### config.mk
export PLATFORM = sky130hd
export DESIGN_NAME = ctrl_regs
export DESIGN_NICKNAME = d
export VERILOG_FILES = /design/src/rtl/cam_bridge_pkg.sv /design/src/rtl/ctrl_regs.sv
export SDC_FILE = /design/constraint.sdc
export NUM_CORES = 1
export LEC_CHECK = 0
export BUFFER_PORTS_ARGS = -buffer_cell sky130_fd_sc_hd__buf_2
export CORE_MARGIN = 2
export CORE_UTILIZATION = 40
export DETAILED_ROUTE_END_ITERATION = 12
export PLACE_DENSITY = 0.63
export SLEW_MARGIN = 10
export SYNTH_ARGS = -nofsm -noshare
export SYNTH_HDL_FRONTEND = slang
export SYNTH_SLANG_ARGS = --single-unit
### constraint.sdc
create_clock -name bus_clk -period 3.3 [get_ports bus_clk]
set_clock_uncertainty 0.15 [all_clocks]
set_input_delay 0.495 -clock bus_clk [delete_from_list [all_inputs] [get_ports bus_clk]]
set_output_delay 0.495 -clock bus_clk [all_outputs]
set_load 0.01 [all_outputs]
### src/rtl/cam_bridge_pkg.sv
`default_nettype none

package cam_bridge_pkg;

  // Register file geometry
  localparam int reg_addr_w = 5;
  localparam int reg_data_w = 8;

  // RGB565 pixel from the camera side
  localparam int pixel_w = 16;

  // Expanded word toward the host, 0RGB byte order
  localparam int img_word_w = 32;

  // FIFO depths
  localparam int img_fifo_depth  = 512;
  localparam int host_fifo_depth = 2048;

  // 320 x 240 frame
  localparam int frame_words = 76800;

  // Value in the reset entry that holds the image path in reset
  localparam logic [reg_data_w-1:0] soft_reset_code = 8'hFF;

  // Register addresses with a name
  // Entries not listed are plain storage
  typedef enum logic [reg_addr_w-1:0] {
    ctrl_reset  = 5'd0,
    ctrl_select = 5'd1
  } ctrl_reg_e;

endpackage

`default_nettype wire

### src/rtl/ctrl_regs.sv
`timescale 1ns/1ps
`default_nettype none

module ctrl_regs (
  input  wire logic                                   bus_clk,
  input  wire logic                                   reset,
  input  wire cam_bridge_pkg::ctrl_reg_e              mem_addr,
  input  wire logic                                   mem_wren,
  input  wire logic [cam_bridge_pkg::reg_data_w-1:0]  mem_wr_data,
  input  wire logic                                   mem_rden,
  output logic      [cam_bridge_pkg::reg_data_w-1:0]  mem_rd_data,
  output logic                                        user_reset
);

  import cam_bridge_pkg::*;

  localparam int num_regs = 2 ** reg_addr_w;

  logic [reg_data_w-1:0] regs [num_regs];

  // Byte array, cleared on reset
  always_ff @(posedge bus_clk) begin
    if (reset) begin
      for (int i = 0; i < num_regs; i++) begin
        regs[i] <= '0;
      end
    end else if (mem_wren) begin
      regs[mem_addr] <= mem_wr_data;
    end
  end

  // Read port, holds when not read
  always_ff @(posedge bus_clk) begin
    if (mem_rden) begin
      mem_rd_data <= regs[mem_addr];
    end
  end

  // Soft reset level, one clock behind the stored entry
  always_ff @(posedge bus_clk) begin
    if (reset) begin
      user_reset <= 1'b0;
    end else begin
      user_reset <= (regs[ctrl_reset] == soft_reset_code);
    end
  end

endmodule

`default_nettype wire

Yosys cells after proc, flatten, opt, wreduce, memory -nomap -nowiden
Memory sizes are Yosys's and may differ from the RTL's. A register that Yosys moved wholly into a read port is not among the register bits.
Cells that the tools add are included.

word-level totals
  bits in registers = 1
  RAM bits = 256
  memories kept = 1

memory list
  memory  depth  bits a word  rd ports  clocked after Yosys merged registers in  write ports  line             text
  regs    32     8            2         1                                        32           ctrl_regs.sv:19  logic [reg_data_w-1:0] regs [num_regs];

operators by class
  eq/ne operators = 1
  reduce and logical (&&, ||, !) cells = 1
  multiplexer cells = 8

operator list
  cell                                   number
  == test 8 bit (second input constant)  1
  two-way mux 8 bit                      1
  OR reduction 8 bit                     1
  two-way mux 1 bit                      6
  two-way mux 5 bit                      1

Logic depth before layout (Yosys ltp)
Gate-level depths: netlist of the first run.

  depth in word-level cells = 5
  gate-level depth with buffers = 7

Worst setup path after synthesis of the first run
Ideal clock, no wire load.

  kind = input to register
  from = input port mem_addr[0]
  to = memory regs[12][0], enable pin
  arrival = 1.604 ns
  stages = 6
  path slack = 1.237 ns
  path through = buf_6 -> nor3b_1 -> nand2b_1 -> clkbuf_1 -> nor2_1 -> or2_2

RTL lines
  what                line             text
  start: declaration  ctrl_regs.sv:7   input wire cam_bridge_pkg::ctrl_reg_e mem_addr,
  end: declaration    ctrl_regs.sv:19

==> results of run 1 <==
metal layers:
metal | up-vias | GRT usage (%)
met5 | - | 0
met4 | 0 | 5.14
met3 | 42 | 3.61
met2 | 238 | 30.6
met1 | 3595 | 27.4
li1 | 3367 | -
state kept, by name, summed over array words and instances (netlist names):
register,flops
user_reset,1
regs,256
mem_rd_data,8
worst reg2reg max path, stage by stage (launching register included):
cell and delay, ns:
edfxtp_1 0.39, mux2i_1 0.20, o22ai_1 0.14, nor4_1 0.50, nand2_1 0.18
layout by cell type, fill, tap and decap left out, drive strengths merged:
cell      netlist  routed
buf            30      68
clkbuf         33      41
diode           0       4
clkinv          0       6
nand4           1       1
or3             1       1
nor4           16      16
o22ai          64      64
bufinv          0       4
or4b            4       4
or4             1       1
clkinvlp        0       1
nor3b           1       1
nor3            5       5
or3b            2       2
edfxtp        264     264
nor2           29      29
mux2i         128     128
nand2b          1       1
nand2          12      12
or2            32      32
nand4bb         7       7
nand3           2       2
and2          256     256
nand4b          6       6
nand3b          2       2
dfxtp           1       1
path summary, 6_finish.rpt:
kind	to	depth (start not counted)	from	slack (ns)
setup / recovery	mem_rd_data[2]	7	mem_addr[1]	0.95
hold / removal	mem_rd_data[7]	1	mem_rden	0.19
hold reg to reg	user_reset	2	regs[0][7]	0.42
setup reg to reg	mem_rd_data[6]	4	regs[9][6]	1.45
through the flow:
stage	cell area, um^2	power (mW)	hold WS, ns	util [%]
global route	13900	7.92	0.169	45.8
detailed placement	13000	4.54	0.417	42.7
global placement	13000	4.53	0.419	42.7
floorplan	12300	4.32	0.359	-
CTS	13900	7.73	0.175	45.8
finish	13900	7.68	0.187	45.8
logic make-up after synthesis:
family / count (synthesis) / share of synthesized area (%)
compound gates: 64 / 3.26
buf+inv: 63 / 2.38
flops: 265 / 64.6
mux: 128 / 10.4
simple gates: 378 / 19.3
power breakdown:
part | internal [mW] | leakage (nW) | switching (mW)
Combinational | 0.171 | 2.23 | 0.340
Clock | 1.97 | 0.459 | 1.25
Sequential | 3.89 | 2.52 | 0.0678
Total | 6.03 | 5.21 | 1.66
cell type report:
class | count | area, um^2
clock buffer | 41 | 791
fill | 2690 | 16500
clock inverter | 11 | 155
timing repair buffer | 68 | 492
tap | 396 | 495
sequential | 265 | 7950
multi-input combinational | 570 | 4060
antenna | 4 | 10.0
==> results by group, run 1 <==
Worst setup path
  • CP endpoint kind: register
  • Crit path max fanout: 42
  • Slowest cell on crit path: nor4_1
  • Worst path required time: 3.41 ns
  • CP Buf/Inv Count: 3
  • Critical path class: in -> reg
  • Cells along the critical path: buf_6, buf_12, buf_12, mux2i_1, o22ai_1, nor4_1, nand2_1
  • Worst Path Arrival: 2.47 ns
  • Highest cell delay on the worst timing path: 0.55 ns
  • Cell repeated most along the worst path: buf_12
  • CP startpoint kind: input port
  • CP delay by family, top: buffers and inverters

Die
  • FP Rows: 64
  • Die width: 179 um
  • Die Area: 0.0322 mm^2
  • IO Pins: 26
  • Starting Density: 40.4%
  • Die height: 179 um
  • Core footprint: 0.0304 mm^2

Synth
  • Synth Warn #: 0
  • Syn_nets: 915
  • Top-count cell post-synth: edfxtp_1
  • Post-synth cell types: 30
  • Number of synthesized flops with an enable pin: 264
  • Top cell type by total area after synthesis: edfxtp_1
  • Main synth FF type: edfxtp_1
  • Top cells by count, synth: edfxtp_1, and2_1, mux2i_1, o22ai_1, clkbuf_1
  • Ranking of synthesized cells by area: edfxtp_1, and2_1, mux2i_1
  • Synth Instances: 898
  • Top cell type's share of synthesized area: 64.5%
  • Syn Area/Cell: 13.7 um^2
  • Mapped Area: 0.0123 mm^2
  • Flops & latches, synth: 265
  • Sequential area share after synthesis: 64.6%
  • Ys async rst share: 0%

Place
  • Placed cells: 1299
  • Port buffer count: 25
  • Pre-CTS setup slack: 0.371 ns
  • Hpwl dp: 19700 um
  • GP Congestion: 0.853

Timing
  • Setup TNS: 0 ns
  • Final hold vios: 0
  • Worst-Margin Slew: 0.818 ns
  • Min cycle time layout: 2.35 ns
  • Worst Slack Setup Final: 0.947 ns
  • Fmax: 0.425 GHz
  • # setup viols final: 0
  • Setup repair after global routing missed its margin: no
  • Fin. max-slew vios: 0
  • Tcrit/Tclk final: 71.3%
  • Slew HR: 45.5%

Drt
  • 1st-iter DRT viols: 733
  • WL met3: 2120 um
  • Met2 wire length: 14100 um
  • DR top layer: met4
  • DR vias: 7242
  • Drt first pass iters: 5
  • Antenna Violating Nets Remaining: 0
  • Final wirelength: 30400 um
  • Residual DRC count: 0
  • Wire per inst: 22.5 um
  • WL met1: 13500 um
  • DR vias/cell: 5.34

Min path
  • Hold WC Path Type: in -> reg

GRT
  • Initial antenna violation count: 3
  • Vias in the first global route: 7263
  • Overall Global Routing Usage: 19.3%
  • Largest net degree at the start of global routing: 43
  • First-pass GRT wire length: 45500 um
  • GR Overflow Total: 0

Clock tree
  • Bufs on Longest Clock Path: 3
  • Setup Buffers After CTS: 0
  • CTS tree: yes
  • TritonCTS Sinks: 265
  • CTS Root Cell: clkbuf_16
  • Clock latency on the worst-skew pair: 0.54 ns
  • Clk pin slew, worst setup/hold paths: 0.06 ns
  • H-tree Lvls: 1
  • TritonCTS buffer count: 28
  • PostCTS Resize Cnt: 0
  • CTS hold repair buffers: 0

Power and ir drop
  • Worst vdd ir: 0.358 mV
  • Cell leakage power: 5.21 nW
  • Cell Pwr Density: 551 mW/mm^2

Flow run
  • Max-cap violation count: 0

Cells and area
  • Final net count: 950
  • Area Overhead vs Synth: 13.4%
  • Fraction of layout cells with a size suffix above 1: 15.9%
  • Count of non-filler cells in the finished layout: 1355

Outcome
  • Status: complete, no violations
No activity file was read; power rests on OpenSTA's default activity.
==> inputs of run 2 (changes only) <==
==> constraint.sdc (replaced) <==
create_clock -name bus_clk -period 2.4 [get_ports bus_clk]
set_clock_uncertainty 0.15 [all_clocks]
set_input_delay 0.36 -clock bus_clk [delete_from_list [all_inputs] [get_ports bus_clk]]
set_output_delay 0.36 -clock bus_clk [all_outputs]
set_load 0.01 [all_outputs]
==> run 2 against run 1 <==
Combinational power is 40% higher. Sequential power is 37% higher. Register-to-register slack worse by 0.91 ns. Count of clock-buffer cells in the layout is 2 lower. Wire length is 0.96% lower. Clock power is 40% higher. Design area is 0.92% higher. First-iteration DRC count stayed put. Critical endpoint is now mem_rd_data[0]. Largest cell class unchanged. Largest power group unchanged.
==> results by group, run 2 (synthesized netlist as in run 1, its figures left out) <==
Timing
  • # setup viols final: 0
  • Slew HR: 49.2%
  • Min cycle time layout: 2.05 ns
  • Tcrit/Tclk final: 85.6%
  • Setup repair after global routing missed its margin: no
  • Worst hold slack: 0.0340 ns
  • Final hold vios: 0
  • Fmax: 0.487 GHz
  • Fin. max-slew vios: 0
  • Worst-Margin Slew: 0.762 ns

Min path
  • Hold Crit Start: mem_rden
  • Hold path endpoint: mem_rd_data[2]
  • Hold WC Path Type: in -> reg
  • Hold-critical path depth: 1

Cells and area
  • Final net count: 962
  • Most common cell after layout, fill and taps aside: edfxtp_1
  • Fraction of layout cells with a size suffix above 1: 17.5%
  • Final core utilization: 46.3%
  • Most frequent cells in the layout: edfxtp_1, and2_1, mux2i_1
  • Largest register FFs: 256
  • Most flops, register: regs
  • Largest regs: regs (256), mem_rd_data (8), user_reset (1)
  • Area Overhead vs Synth: 14.5%

Drt
  • Residual DRC count: 0
  • Wire per inst: 22.0 um
  • 1st-iter DRT viols: 733
  • Antenna Violating Nets Remaining: 0
  • Drt first pass iters: 5
  • Met2 wire length: 13300 um
  • WL met1: 14200 um
  • DR vias: 7243
  • WL met3: 1750 um
  • Final wirelength: 30100 um
  • DR vias/cell: 5.29
  • DR top layer: met5

Clock tree
  • Setup Buffers After CTS: 0
  • CTS tree: yes
  • TritonCTS Sinks: 265
  • CTS Root Cell: clkbuf_16
  • TritonCTS buffer count: 29
  • PostCTS Resize Cnt: 0
  • Clk pin slew, worst setup/hold paths: 0.06 ns
  • CTS hold repair buffers: 0
  • Clock latency on the worst-skew pair: 0.56 ns
  • Bufs on Longest Clock Path: 3
  • H-tree Lvls: 1

Power and ir drop
  • Worst vdd ir: 0.547 mV
  • Switching power: 2.36 mW
  • Comb pwr share: 6.7%
  • Clk pwr share: 42.3%
  • Cell leakage power: 5.29 nW
  • Int Pwr: 8.31 mW
  • Flop pwr share: 51.0%
  • Net Sw Frac: 22.1%
  • Cell Pwr Density: 758 mW/mm^2

Worst setup path
  • Critical path class: in -> reg
  • Worst Reg2Reg Path Length in Cells: 4
  • R2r startpoint: regs[6][0]
  • Reg2Reg Setup Slack: 0.54 ns
  • CP endpoint kind: register
  • Worst Path Arrival: 2.18 ns
  • CP startpoint kind: input port
  • Worst path required time: 2.53 ns
  • Reg-to-reg endpoint: mem_rd_data[0]
  • Crit path max fanout: 27

Die
  • IO Pins: 26
  • Core footprint: 0.0304 mm^2
  • FP Rows: 64
  • Starting Density: 40.4%
  • Die width: 179 um
  • Die height: 179 um
  • Die Area: 0.0322 mm^2

Flow run
  • Max-cap violation count: 0

Place
  • GP Congestion: 0.916
  • Hpwl dp: 20200 um
  • Port buffer count: 25

GRT
  • Largest net degree at the start of global routing: 33
  • Initial antenna violation count: 3
  • First-pass GRT wire length: 45000 um
  • GR Overflow Total: 0
  • Vias in the first global route: 7097
  • Overall Global Routing Usage: 19.1%

Outcome
  • Status: complete, no violations
-- run 2: cell count changes in the layout (fill, tap and decap cells not counted), sizes merged --
cell	change
buf	+11
bufinv	-1
clkbuf	-2
clkinv	+4
inv	+1
-- run 2: how the worst max path moves through the flow --
stage | from | endpoint | slack (ns) | cells after the start
final | mem_addr[2] | mem_rd_data[0] | 0.35 | 5
after global routing | mem_addr[1] | mem_rd_data[1] | 0.35 | 7
after detailed placement | mem_addr[1] | mem_rd_data[1] | -0.13 | 7
after global placement | mem_addr[1] | mem_rd_data[1] | -0.11 | 7
after floorplan | mem_addr[0] | regs[12][0] | 0.47 | 6
after CTS | mem_addr[1] | mem_rd_data[1] | 0.46 | 7
-- run 2: per-layer routing --
metal	GRT usage (%)	up-vias
li1	-	3388
met1	28.2	3578
met2	28.5	221
met3	3.67	54
met4	5.61	2
met5	0	-
-- run 2: power groups by stage --
stage / clock, mW / combinational [mW] / sequential, mW
global route: 4.76 / 0.765 / 5.46
CTS: 4.58 / 0.718 / 5.44
global placement: 0 / 0.708 / 5.53
floorplan: 0 / 0.437 / 5.50
finish: 4.51 / 0.716 / 5.44
detailed placement: 0 / 0.716 / 5.54
-- run 2: area by class of cell --
cell class	instances	area (um^2)
diodes	4	10.0
clock buffers	39	823
clock inverters	15	155
fillers	2718	16400
multi-input cells	570	4060
flip-flops and latches	265	7950
well taps	396	495
repair buffers	79	587
-- run 2: stage by stage --
stage	instance area, um^2	power [mW]	worst slack [ns]	TNS, ns	instances
3_3_place_gp	13100	6.24	-0.111	-0.212	1310
3_5_place_dp	13100	6.25	-0.130	-0.269	1310
4_1_cts	14100	10.7	0.464	0	1364
6_report	14100	10.7	0.347	0	1368
5_1_grt	14100	11.0	0.350	0	1364
2_1_floorplan	12300	5.93	0.472	0	898
-- run 2: worst max-delay path: stages --
cell and delay, ns:
buf_2 0.41, nand4b_1 0.46, o22ai_1 0.24, nor4_1 0.60, nand2_1 0.12
