--- src/rtl/sync_fifo.sv ---
`timescale 1ns/1ps
`default_nettype none

module sync_fifo #(
  parameter int width = 8,
  parameter int depth = 16
) (
  input  wire logic             bus_clk,
  input  wire logic             clear,
  input  wire logic             wr_en,
  input  wire logic [width-1:0] din,
  input  wire logic             rd_en,
  output logic      [width-1:0] dout,
  output logic                  full,
  output logic                  empty
);

  // Pointer and occupancy widths
  localparam int aw = (depth > 1) ? $clog2(depth) : 1;
  localparam int cw = $clog2(depth + 1);
  localparam logic [aw-1:0] last_slot = aw'(depth - 1);

  logic [width-1:0] mem [depth];
  logic [aw-1:0]    wr_ptr;
  logic [aw-1:0]    rd_ptr;
  logic [cw-1:0]    count;
  logic             do_wr;
  logic             do_rd;

  // Requests that the flags allow
  assign do_wr = wr_en && !full;
  assign do_rd = rd_en && !empty;

  // Flags straight from the occupancy register
  assign full  = (count == cw'(depth));
  assign empty = (count == '0);

  // Storage and registered read data
  always_ff @(posedge bus_clk) begin
    if (do_wr) begin
      mem[wr_ptr] <= din;
    end
    if (do_rd) begin
      dout <= mem[rd_ptr];
    end
  end

  // Pointers and count
  always_ff @(posedge bus_clk) begin
    if (clear) begin
      wr_ptr <= '0;
      rd_ptr <= '0;
      count  <= '0;
    end else begin
      if (do_wr) begin
        // Wrap at the last slot, depth need not be a power of two
        wr_ptr <= (wr_ptr == last_slot) ? '0 : wr_ptr + 1'b1;
      end
      if (do_rd) begin
        rd_ptr <= (rd_ptr == last_slot) ? '0 : rd_ptr + 1'b1;
      end
      case ({do_wr, do_rd})
        2'b10:   count <= count + 1'b1;
        2'b01:   count <= count - 1'b1;
        default: count <= count;
      endcase
    end
  end

endmodule

`default_nettype wire

--- config.mk ---
export PLATFORM = sky130hd
export DESIGN_NAME = sync_fifo
export DESIGN_NICKNAME = d
export VERILOG_FILES = /design/src/rtl/sync_fifo.sv
export SDC_FILE = /design/constraint.sdc
export NUM_CORES = 1
export LEC_CHECK = 0
export BUFFER_PORTS_ARGS = -buffer_cell sky130_fd_sc_hd__buf_4
export CORE_MARGIN = 2
export CORE_UTILIZATION = 40
export DETAILED_ROUTE_END_ITERATION = 6
export GPL_TIMING_DRIVEN = 0
export PLACE_DENSITY = 0.63
export SLEW_MARGIN = 20
export SYNTH_ARGS = -nofsm -noshare
export SYNTH_HDL_FRONTEND = slang
export SYNTH_SLANG_ARGS = --single-unit
--- constraint.sdc ---
create_clock -name bus_clk -period 3.75 [get_ports bus_clk]
set_input_delay 0.5625 -clock bus_clk [delete_from_list [all_inputs] [get_ports bus_clk]]
set_output_delay 0.5625 -clock bus_clk [all_outputs]
set_load 0.05 [all_outputs]
Word level (Yosys, flattened, before mapping):

Memory sizes are Yosys's and may differ from the RTL's. A register that Yosys moved wholly into a read port is not among the register bits.
Cells that the tools add are included.

* word-level logic and storage cells: 24
* input port bits: 12
* memories kept: 1
* bits in writable memories: 128
* register bits: 13

Memories
* mem: words 16, width 8, read ports 1, clocked after Yosys merged registers in 1, write ports 1, line 23 `logic [width-1:0] mem [depth];`

* reduce and logical (&&, ||, !) cells: 6
* multiplexer cells: 5
* equality and inequality tests: 5
* add/subtract/negate cells: 4

Operators by type and width (count)
* $pmux W5 S2: 1
* $add A4 B1 Y4 const B: 2
* $eq A4 B4 Y1 const B: 2
* $mux W4: 2
* $add A5 B1 Y5 const B: 1
* $eq A5 B5 Y1 const B: 1
* $logic_not A5 Y1: 1
* $sub A5 B1 Y5 const B: 1
* $eq A2 B1 Y1 const B: 1
* $eq A2 B2 Y1 const B: 1
* $logic_and A1 B1 Y1: 2
* $logic_not A1 Y1: 2
* $mux W1: 2
* $reduce_bool A2 Y1: 1

Depth between registers and ports, before layout:

Gate-level depths: netlist of the first run.

* depth in word-level cells: 5
* mapped depth: 9

Worst setup path after synthesis of the first run:

No wires, ideal clock.

* kind: reg2reg
* from: register count[0]
* to: register count[4]
* data arrival time: 2.532 ns
* data required time: 3.679 ns
* path buffers: 0
* path slack: 1.148 ns
* setup time: 0.071 ns
* clock period less this slack: 2.602 ns
* stages on the path, launching flop included: 9
* cells stage by stage: dfxtp_1 nor4_1 a21boi_2 ha_1 ha_1 a21oi_1 a21oi_1 or4_1 a21oi_1

* word-level cells in the longest chain between the ends: 5

Ends and longest elaborated chain
* from (decl): line 26 `logic [cw-1:0] count;`
* from (signal assigned): line 63 `2'b10: count <= count + 1'b1;`
* from (signal assigned): line 64 `2'b01: count <= count - 1'b1;`
* from (signal assigned): line 65 `default: count <= count;`
* $logic_not A5 Y1 (*): line 36 `assign empty = (count == '0);`
* $logic_not A1 Y1 (*): line 32 `assign do_rd = rd_en && !empty;`
* $logic_and A1 B1 Y1 (*): line 32
* named net do_rd: line 28 `logic do_rd;`
* $eq A2 B1 Y1 / $eq A2 B2 Y1 (equally long branches): line 62 `case ({do_wr, do_rd})`
* $pmux W5 S2 / $reduce_bool A2 Y1 (equally long branches)

The timed path passes the listed nets; every way through them passes the cells marked *.
A chain may end at the register's enable or synchronous reset.

Final worst setup path of the first run:

Ends and elaborated chain as after synthesis.

==> reports/metrics.cfg, run 1 <==
[grt]
met1_usage=0.2161
grt_first_pass_wirelength_um=18200
grt_overflow=0
grt_busiest_layer=met2
grt.total_usage=0.1568
grt_max_degree=17
grt_pass1_vias=3076
met3_usage=0.04218
gr-usage-met2=0.2407
grt_antenna_before_repair=0

[power_and_ir_drop]
clkPwrFrac=0.353
p_sw_w=0.001416
internal-power_w=0.003557
p_leak_nw=2.360
switching_share=0.2848
power_w=0.004973
cellPowerDensity_nw_per_um2=709.9
p_comb_frac=0.244
power.share.sequential=0.403
vdd_drop_max_uv=345.5

[sta]
post-route-period-util=0.7974
skew_ns=0.006141
finalWorstSetupSlack_ns=0.7599
finalMaxSlewViolations=0
setup_viol=0
tightest_slew_ns=0.8406
maxSlewHeadroom=0.4375
rsz0062_at_grt=no
max_freq_ghz=0.3344
fin_setup_tns_ns=0
period_needed_ns=2.990
hold_violations=0

[cts]
hold_buffers=0
root_buffer=clkbuf_16
htree_num_levels=4
clockBufferDepth=2
insertion_delay_ns=0.41
clkSlewWorstSetupHoldPaths_ns=0.06
cts_tree=built
ctsResizeCount=0
postCtsSetupBuffers=0
numCtsBuffers=17
cts_sinks=149

[floorplan]
start_util=0.4102
die_y_um=126.3
dieArea_um2=15960
rows=44
fp.dieW_um=126.3
ios=22
core_region_area_um2=14590

[setup_path]
crit_path_max_incr_delay_ns=0.56
cp.required_ns=4.09
crit_slowest_cell=nor4_1
arrival_ns=3.33
cp-end-kind=flop
critPathKind=flop to flop
crit_path_frequent_cell=a21oi_1
start_kind=flop
r2r_cells=8
r2r_end=count[4]$_SDFFE_PP0P_
r2r_start=count[0]$_SDFFE_PP0P_
startpoint=count[0]$_SDFFE_PP0P_
path_cells=nor4_1, a21boi_2, ha_1, ha_1, a21oi_1, a21oi_1, or4_1, a21oi_1
path_max_fanout=13
r2r_slack_ns=0.76

[yosys]
synth_flop_cell=edfxtp_1
synth.avg_cell_area_um2=19.18
yosysWarnings=0
synth_area_leaders=edfxtp_1 68%, mux4_1 7.5%, mux4_2 5.6%
ys_ff_latch=149
yosys.area.top_type=edfxtp_1
synth_cell_types=40
synth_seq_area_share=0.7259
yosysTopAreaCellShare=0.6824
synth_edf_count=136
synthCells=312
ys_async_sr_fraction=0
synth.net_count=334
synth_area_um2=5984

[route]
drc_errors=0
wl_um=11680
dr.pass1.iters=4
viasPerCell=5.448
drtIter0Drc=338
drtAntennaViolNets=0
wl_per_cell_um=21.27
routed-via-count=2991

[hold_path]
min_to=wr_ptr[3]$_SDFFE_PP0P_
hp-start=clear
min_path_cells=2
hp-class=input pin to flop

[job]
maxCapViolations=0

[outcome]
outcome=finished clean

[cells_and_area]
seq_area_um2=4344
fill_cells=1186
areaGrowthSynthToFinish_pct=17.06
postLayoutCoreUtil=0.4802
drive_above_1_share=0.2110
num_antenna_cells=0
multiInputGateArea_um2=1551
instances_no_fill=549
final_nets=374

[placed_design]
numPlacedInstances=517
globalplace.congestion=0.7235
hpwlAfterDp_um=7423
place_ws_ns=0.7919
io_buffer_count=21

sequential cells by signal, indices dropped and copies added (netlist names):
register / count
mem: 128
dout: 8
count: 5
rd_ptr: 4
wr_ptr: 4
metal layers:
layer	wire, um	part of all wire	vias to the layer above
met4	225	0.019	0
li1	-	-	1367
met5	0	0	-
met3	683	0.058	13
met1	5120	0.44	1521
met2	5649	0.48	90
critical path, delay by kind of cell, from the launching register on:
kind            cells  cell delay (ns)
simple gates        2             1.03
compound gates      4             0.82
fa+ha+maj           2             0.71
flops               1             0.37
stage by stage:
stage	instance area (um^2)	hold WS, ns
after CTS	7005	0.3529
after detailed placement	6392	0.5374
after floorplan	5984	0.5015
after global placement	6372	0.5325
after global routing	7005	0.3599
final	7005	0.3693
area by class of cell:
class	instances	share of cell area
Timing Repair Buffer	21	0.02250
Buffer	15	0.01286
Clock inverter	13	0.02572
Clock buffer	19	0.06180
Tap cell	184	0.03286
Sequential cell	149	0.6201
Inverter	5	0.002679
Multi-Input combinational cell	143	0.2215
power groups by stage:
stage / Clock, W / Sequential [W] / Combinational, W
floorplan: 0 / 0.00216 / 0.000772
global placement: 0 / 0.00203 / 0.00121
detailed placement: 0 / 0.00204 / 0.00122
CTS: 0.00178 / 0.00200 / 0.00123
global route: 0.00185 / 0.00202 / 0.00131
finish: 0.00176 / 0.00200 / 0.00121
synth_stat cells, drive strengths merged (3+ instances only):
cell / count
nand2: 13
a21oi: 7
edfxtp: 136
ha: 9
mux2i: 5
dfxtp: 13
buf: 9
inv: 5
mux4: 32
nor2: 27
clkbuf: 6
nor3: 4
xor2: 3
a22oi: 16
cells in the final DEF, fill, tap and decap left out, drive strengths merged:
| cell type | count |
|---|---|
| and2 | 1 |
| ha | 9 |
| mux4 | 32 |
| a311oi | 1 |
| buf | 30 |
| a21oi | 7 |
| inv | 7 |
| nand2b | 2 |
| clkbuf | 25 |
| a21o | 2 |
| nand3 | 1 |
| nand2 | 13 |
| o31ai | 1 |
| edfxtp | 136 |
| or4 | 2 |
| bufinv | 4 |
| nor4 | 2 |
| nor3 | 4 |
| a211oi | 1 |
| and3 | 1 |
| a31oi | 1 |
| clkinv | 6 |
| xor2 | 3 |
| xnor2 | 1 |
| dfxtp | 13 |
| a22oi | 16 |
| a41oi | 2 |
| o211ai | 2 |
| fa | 1 |
| nor2 | 27 |
| or3 | 1 |
| a21boi | 2 |
| nor4bb | 1 |
| mux2i | 5 |
| nor2b | 2 |
| clkinvlp | 1 |
cells by family (layout without fill, tap and decap cells):
logic type,count (synthesis),in the layout,synth area share
fa+ha+maj,10,10,0.02216
mux,37,37,0.1395
simple gates,57,57,0.04349
compound gates,35,35,0.04495
buf+inv,20,73,0.01819
flops,149,149,0.7259
xor+xnor,4,4,0.005855
worst max-delay path by stage:
stage / end
2_1_floorplan: count[4]$_SDFFE_PP0P_
3_3_place_gp: count[4]$_SDFFE_PP0P_
3_5_place_dp: count[4]$_SDFFE_PP0P_
4_1_cts: count[4]$_SDFFE_PP0P_
5_1_grt: count[4]$_SDFFE_PP0P_
6_report: count[4]$_SDFFE_PP0P_
No activity file was read; power rests on OpenSTA's default activity.
==> run 2: changes to the inputs <==
Clock period 3.75 ns to 2.9 ns, I/O delays scaled along.
==> reports/metrics.cfg, run 2 (same netlist as run 1, synthesis figures left out) <==
[outcome]
outcome=finished clean

[sta]
finalMaxSlewViolations=0  ; unchanged
post-route-period-util=0.9292  ; +0.1319
hold_violations=0  ; unchanged
max_freq_ghz=0.3711  ; +11%
skew_ns=0.005580  ; -0.0005610 ns
maxSlewHeadroom=0.4508  ; +0.01329
hold_ws_ns=0.2416  ; -0.1277 ns
period_needed_ns=2.695  ; -0.2954 ns
rsz0062_at_grt=no
tightest_slew_ns=0.8208  ; -0.01986 ns
setup_viol=0  ; unchanged

[setup_path]
cp.required_ns=3.24  ; -0.85 ns
critPathKind=flop to flop
path_cells=nor4_4, a21boi_2, inv_1, ha_1, ha_1, a21oi_1, a21oi_1, or4_1, a21oi_1
crit_slowest_cell=dfxtp_1
start_kind=flop
arrival_ns=3.04  ; -0.29 ns
crit_path_max_incr_delay_ns=0.48  ; -0.08 ns
crit_path_frequent_cell=a21oi_1
cp-end-kind=flop
r2r_slack_ns=0.21  ; -0.55 ns
path_max_fanout=8  ; -5

[floorplan]
ios=22  ; unchanged
die_y_um=126.3  ; unchanged
fp.dieW_um=126.3  ; unchanged
dieArea_um2=15960  ; unchanged
rows=44  ; unchanged
start_util=0.4102  ; unchanged
core_region_area_um2=14590  ; unchanged

[cts]
insertion_delay_ns=0.42  ; about the same
cts_tree=built
cts_sinks=149  ; unchanged
clockBufferDepth=2  ; unchanged
clkSlewWorstSetupHoldPaths_ns=0.06  ; about the same
numCtsBuffers=17  ; unchanged
root_buffer=clkbuf_16
htree_num_levels=4  ; unchanged

[cells_and_area]
largest_register_ff_count=128  ; unchanged
drive_above_1_share=0.2158  ; +0.004888
final_cell_mix=136 x edfxtp_1, 27 x nor2_1, 23 x buf_4, 17 x mux4_1, 17 x clkbuf_16
top_regs=mem: 128 flops, dout: 8 flops, count: 5 flops
num_antenna_cells=0  ; unchanged
top_register=mem
areaGrowthSynthToFinish_pct=17.56
fill_cells=1185  ; -0.084%
instances_no_fill=550  ; +0.18%
postLayoutCoreUtil=0.4822  ; +0.002058
layout_commonest_cell=edfxtp_1
final_nets=375  ; +0.27%

[grt]
grt_pass1_vias=3080  ; +0.13%
grt_antenna_before_repair=0  ; unchanged
grt.total_usage=0.1569  ; about the same
grt_overflow=0  ; unchanged
grt_max_degree=17  ; unchanged
grt_first_pass_wirelength_um=18220  ; about the same

[hold_path]
hp-class=input pin to flop

[placed_design]
globalplace.congestion=0.7235  ; unchanged
io_buffer_count=21  ; unchanged
hpwlAfterDp_um=7423  ; unchanged
numPlacedInstances=517  ; unchanged

[route]
drtIter0Drc=266  ; -21%
drc_errors=0  ; unchanged
viasPerCell=5.493  ; +0.82%
dr.pass1.iters=5  ; +1
drtAntennaViolNets=0  ; unchanged
wl_um=11710  ; +0.23%
wl_per_cell_um=21.28  ; about the same
routed-via-count=3021  ; +1.0%

[power_and_ir_drop]
cellPowerDensity_nw_per_um2=920.8  ; +30%
vdd_drop_max_uv=449.8  ; +30%
p_leak_nw=2.375  ; +0.63%

[job]
maxCapViolations=0  ; unchanged

## run 2: changes by cell type in the layout (fill, tap and decap cells not counted)
cell and delta:
a21boi_2 -1, a21boi_4 +1, buf_4 +1, nor4_1 -1, nor4_4 +1
## run 2: where the power goes
| part | internal [W] | switching (W) | total, W |
|---|---|---|---|
| clock | 0.00144 | 0.000828 | 0.00227 |
| sequential | 0.00251 | 0.0000899 | 0.00260 |
| combinational | 0.000680 | 0.000931 | 0.00161 |
## run 2: critical path, delay by kind of cell (launching register included)
| family | cells | cell delay (ns) |
|---|---|---|
| fa+ha+maj | 2 | 0.63 |
| simple gates | 2 | 0.58 |
| buf+inv | 1 | 0.09 |
| compound gates | 4 | 0.85 |
| flops | 1 | 0.48 |
## run 2: final timing paths
kind,from,depth (start not counted),to
worst max-delay path,count[0]$_SDFFE_PP0P_,9,count[4]$_SDFFE_PP0P_
worst min-delay path,clear,2,wr_ptr[3]$_SDFFE_PP0P_
worst max register to register,count[0]$_SDFFE_PP0P_,9,count[4]$_SDFFE_PP0P_
worst min register to register,count[4]$_SDFFE_PP0P_,2,count[4]$_SDFFE_PP0P_
## run 2: cell type report
cell class,instances,area (um^2),share of cell area
clock buffers,19,432.9,0.06153
multi-input cells,143,1574,0.2237
plain buffers,15,90.09,0.01280
repair buffers,22,165.2,0.02347
well taps,184,230.2,0.03272
flip-flops and latches,149,4344,0.6175
inverters,5,18.77,0.002668
clock inverters,13,180.2,0.02561
## run 2: metal layers
layer,vias to the layer above,part of all wire,track usage
met5,-,0,0
met4,0,0.020,0.06076
met3,15,0.055,0.04218
met2,99,0.48,0.2407
met1,1538,0.45,0.2164
li1,1369,-,-
## run 2: through the flow
stage / TNS [ns] / power, W / worst slack (ns) / area, um^2
3_3_place_gp: -0.05954 / 0.004199 / -0.05954 / 6372
3_5_place_dp: -0.05809 / 0.004217 / -0.05809 / 6392
5_1_grt: 0 / 0.006740 / 0.02739 / 7036
2_1_floorplan: 0 / 0.003787 / 0.2976 / 5984
4_1_cts: 0 / 0.006502 / 0.1189 / 7019
6_report: 0 / 0.006478 / 0.2052 / 7036
## run 2: repair_timing
action / in CTS / in global routing
endpoints found under the setup margin: 1 / 1
setup buffers: 0 / 1
hold buffers: 0 / 0
gates resized for setup: 2 / 1
pin swaps: 0 / 1
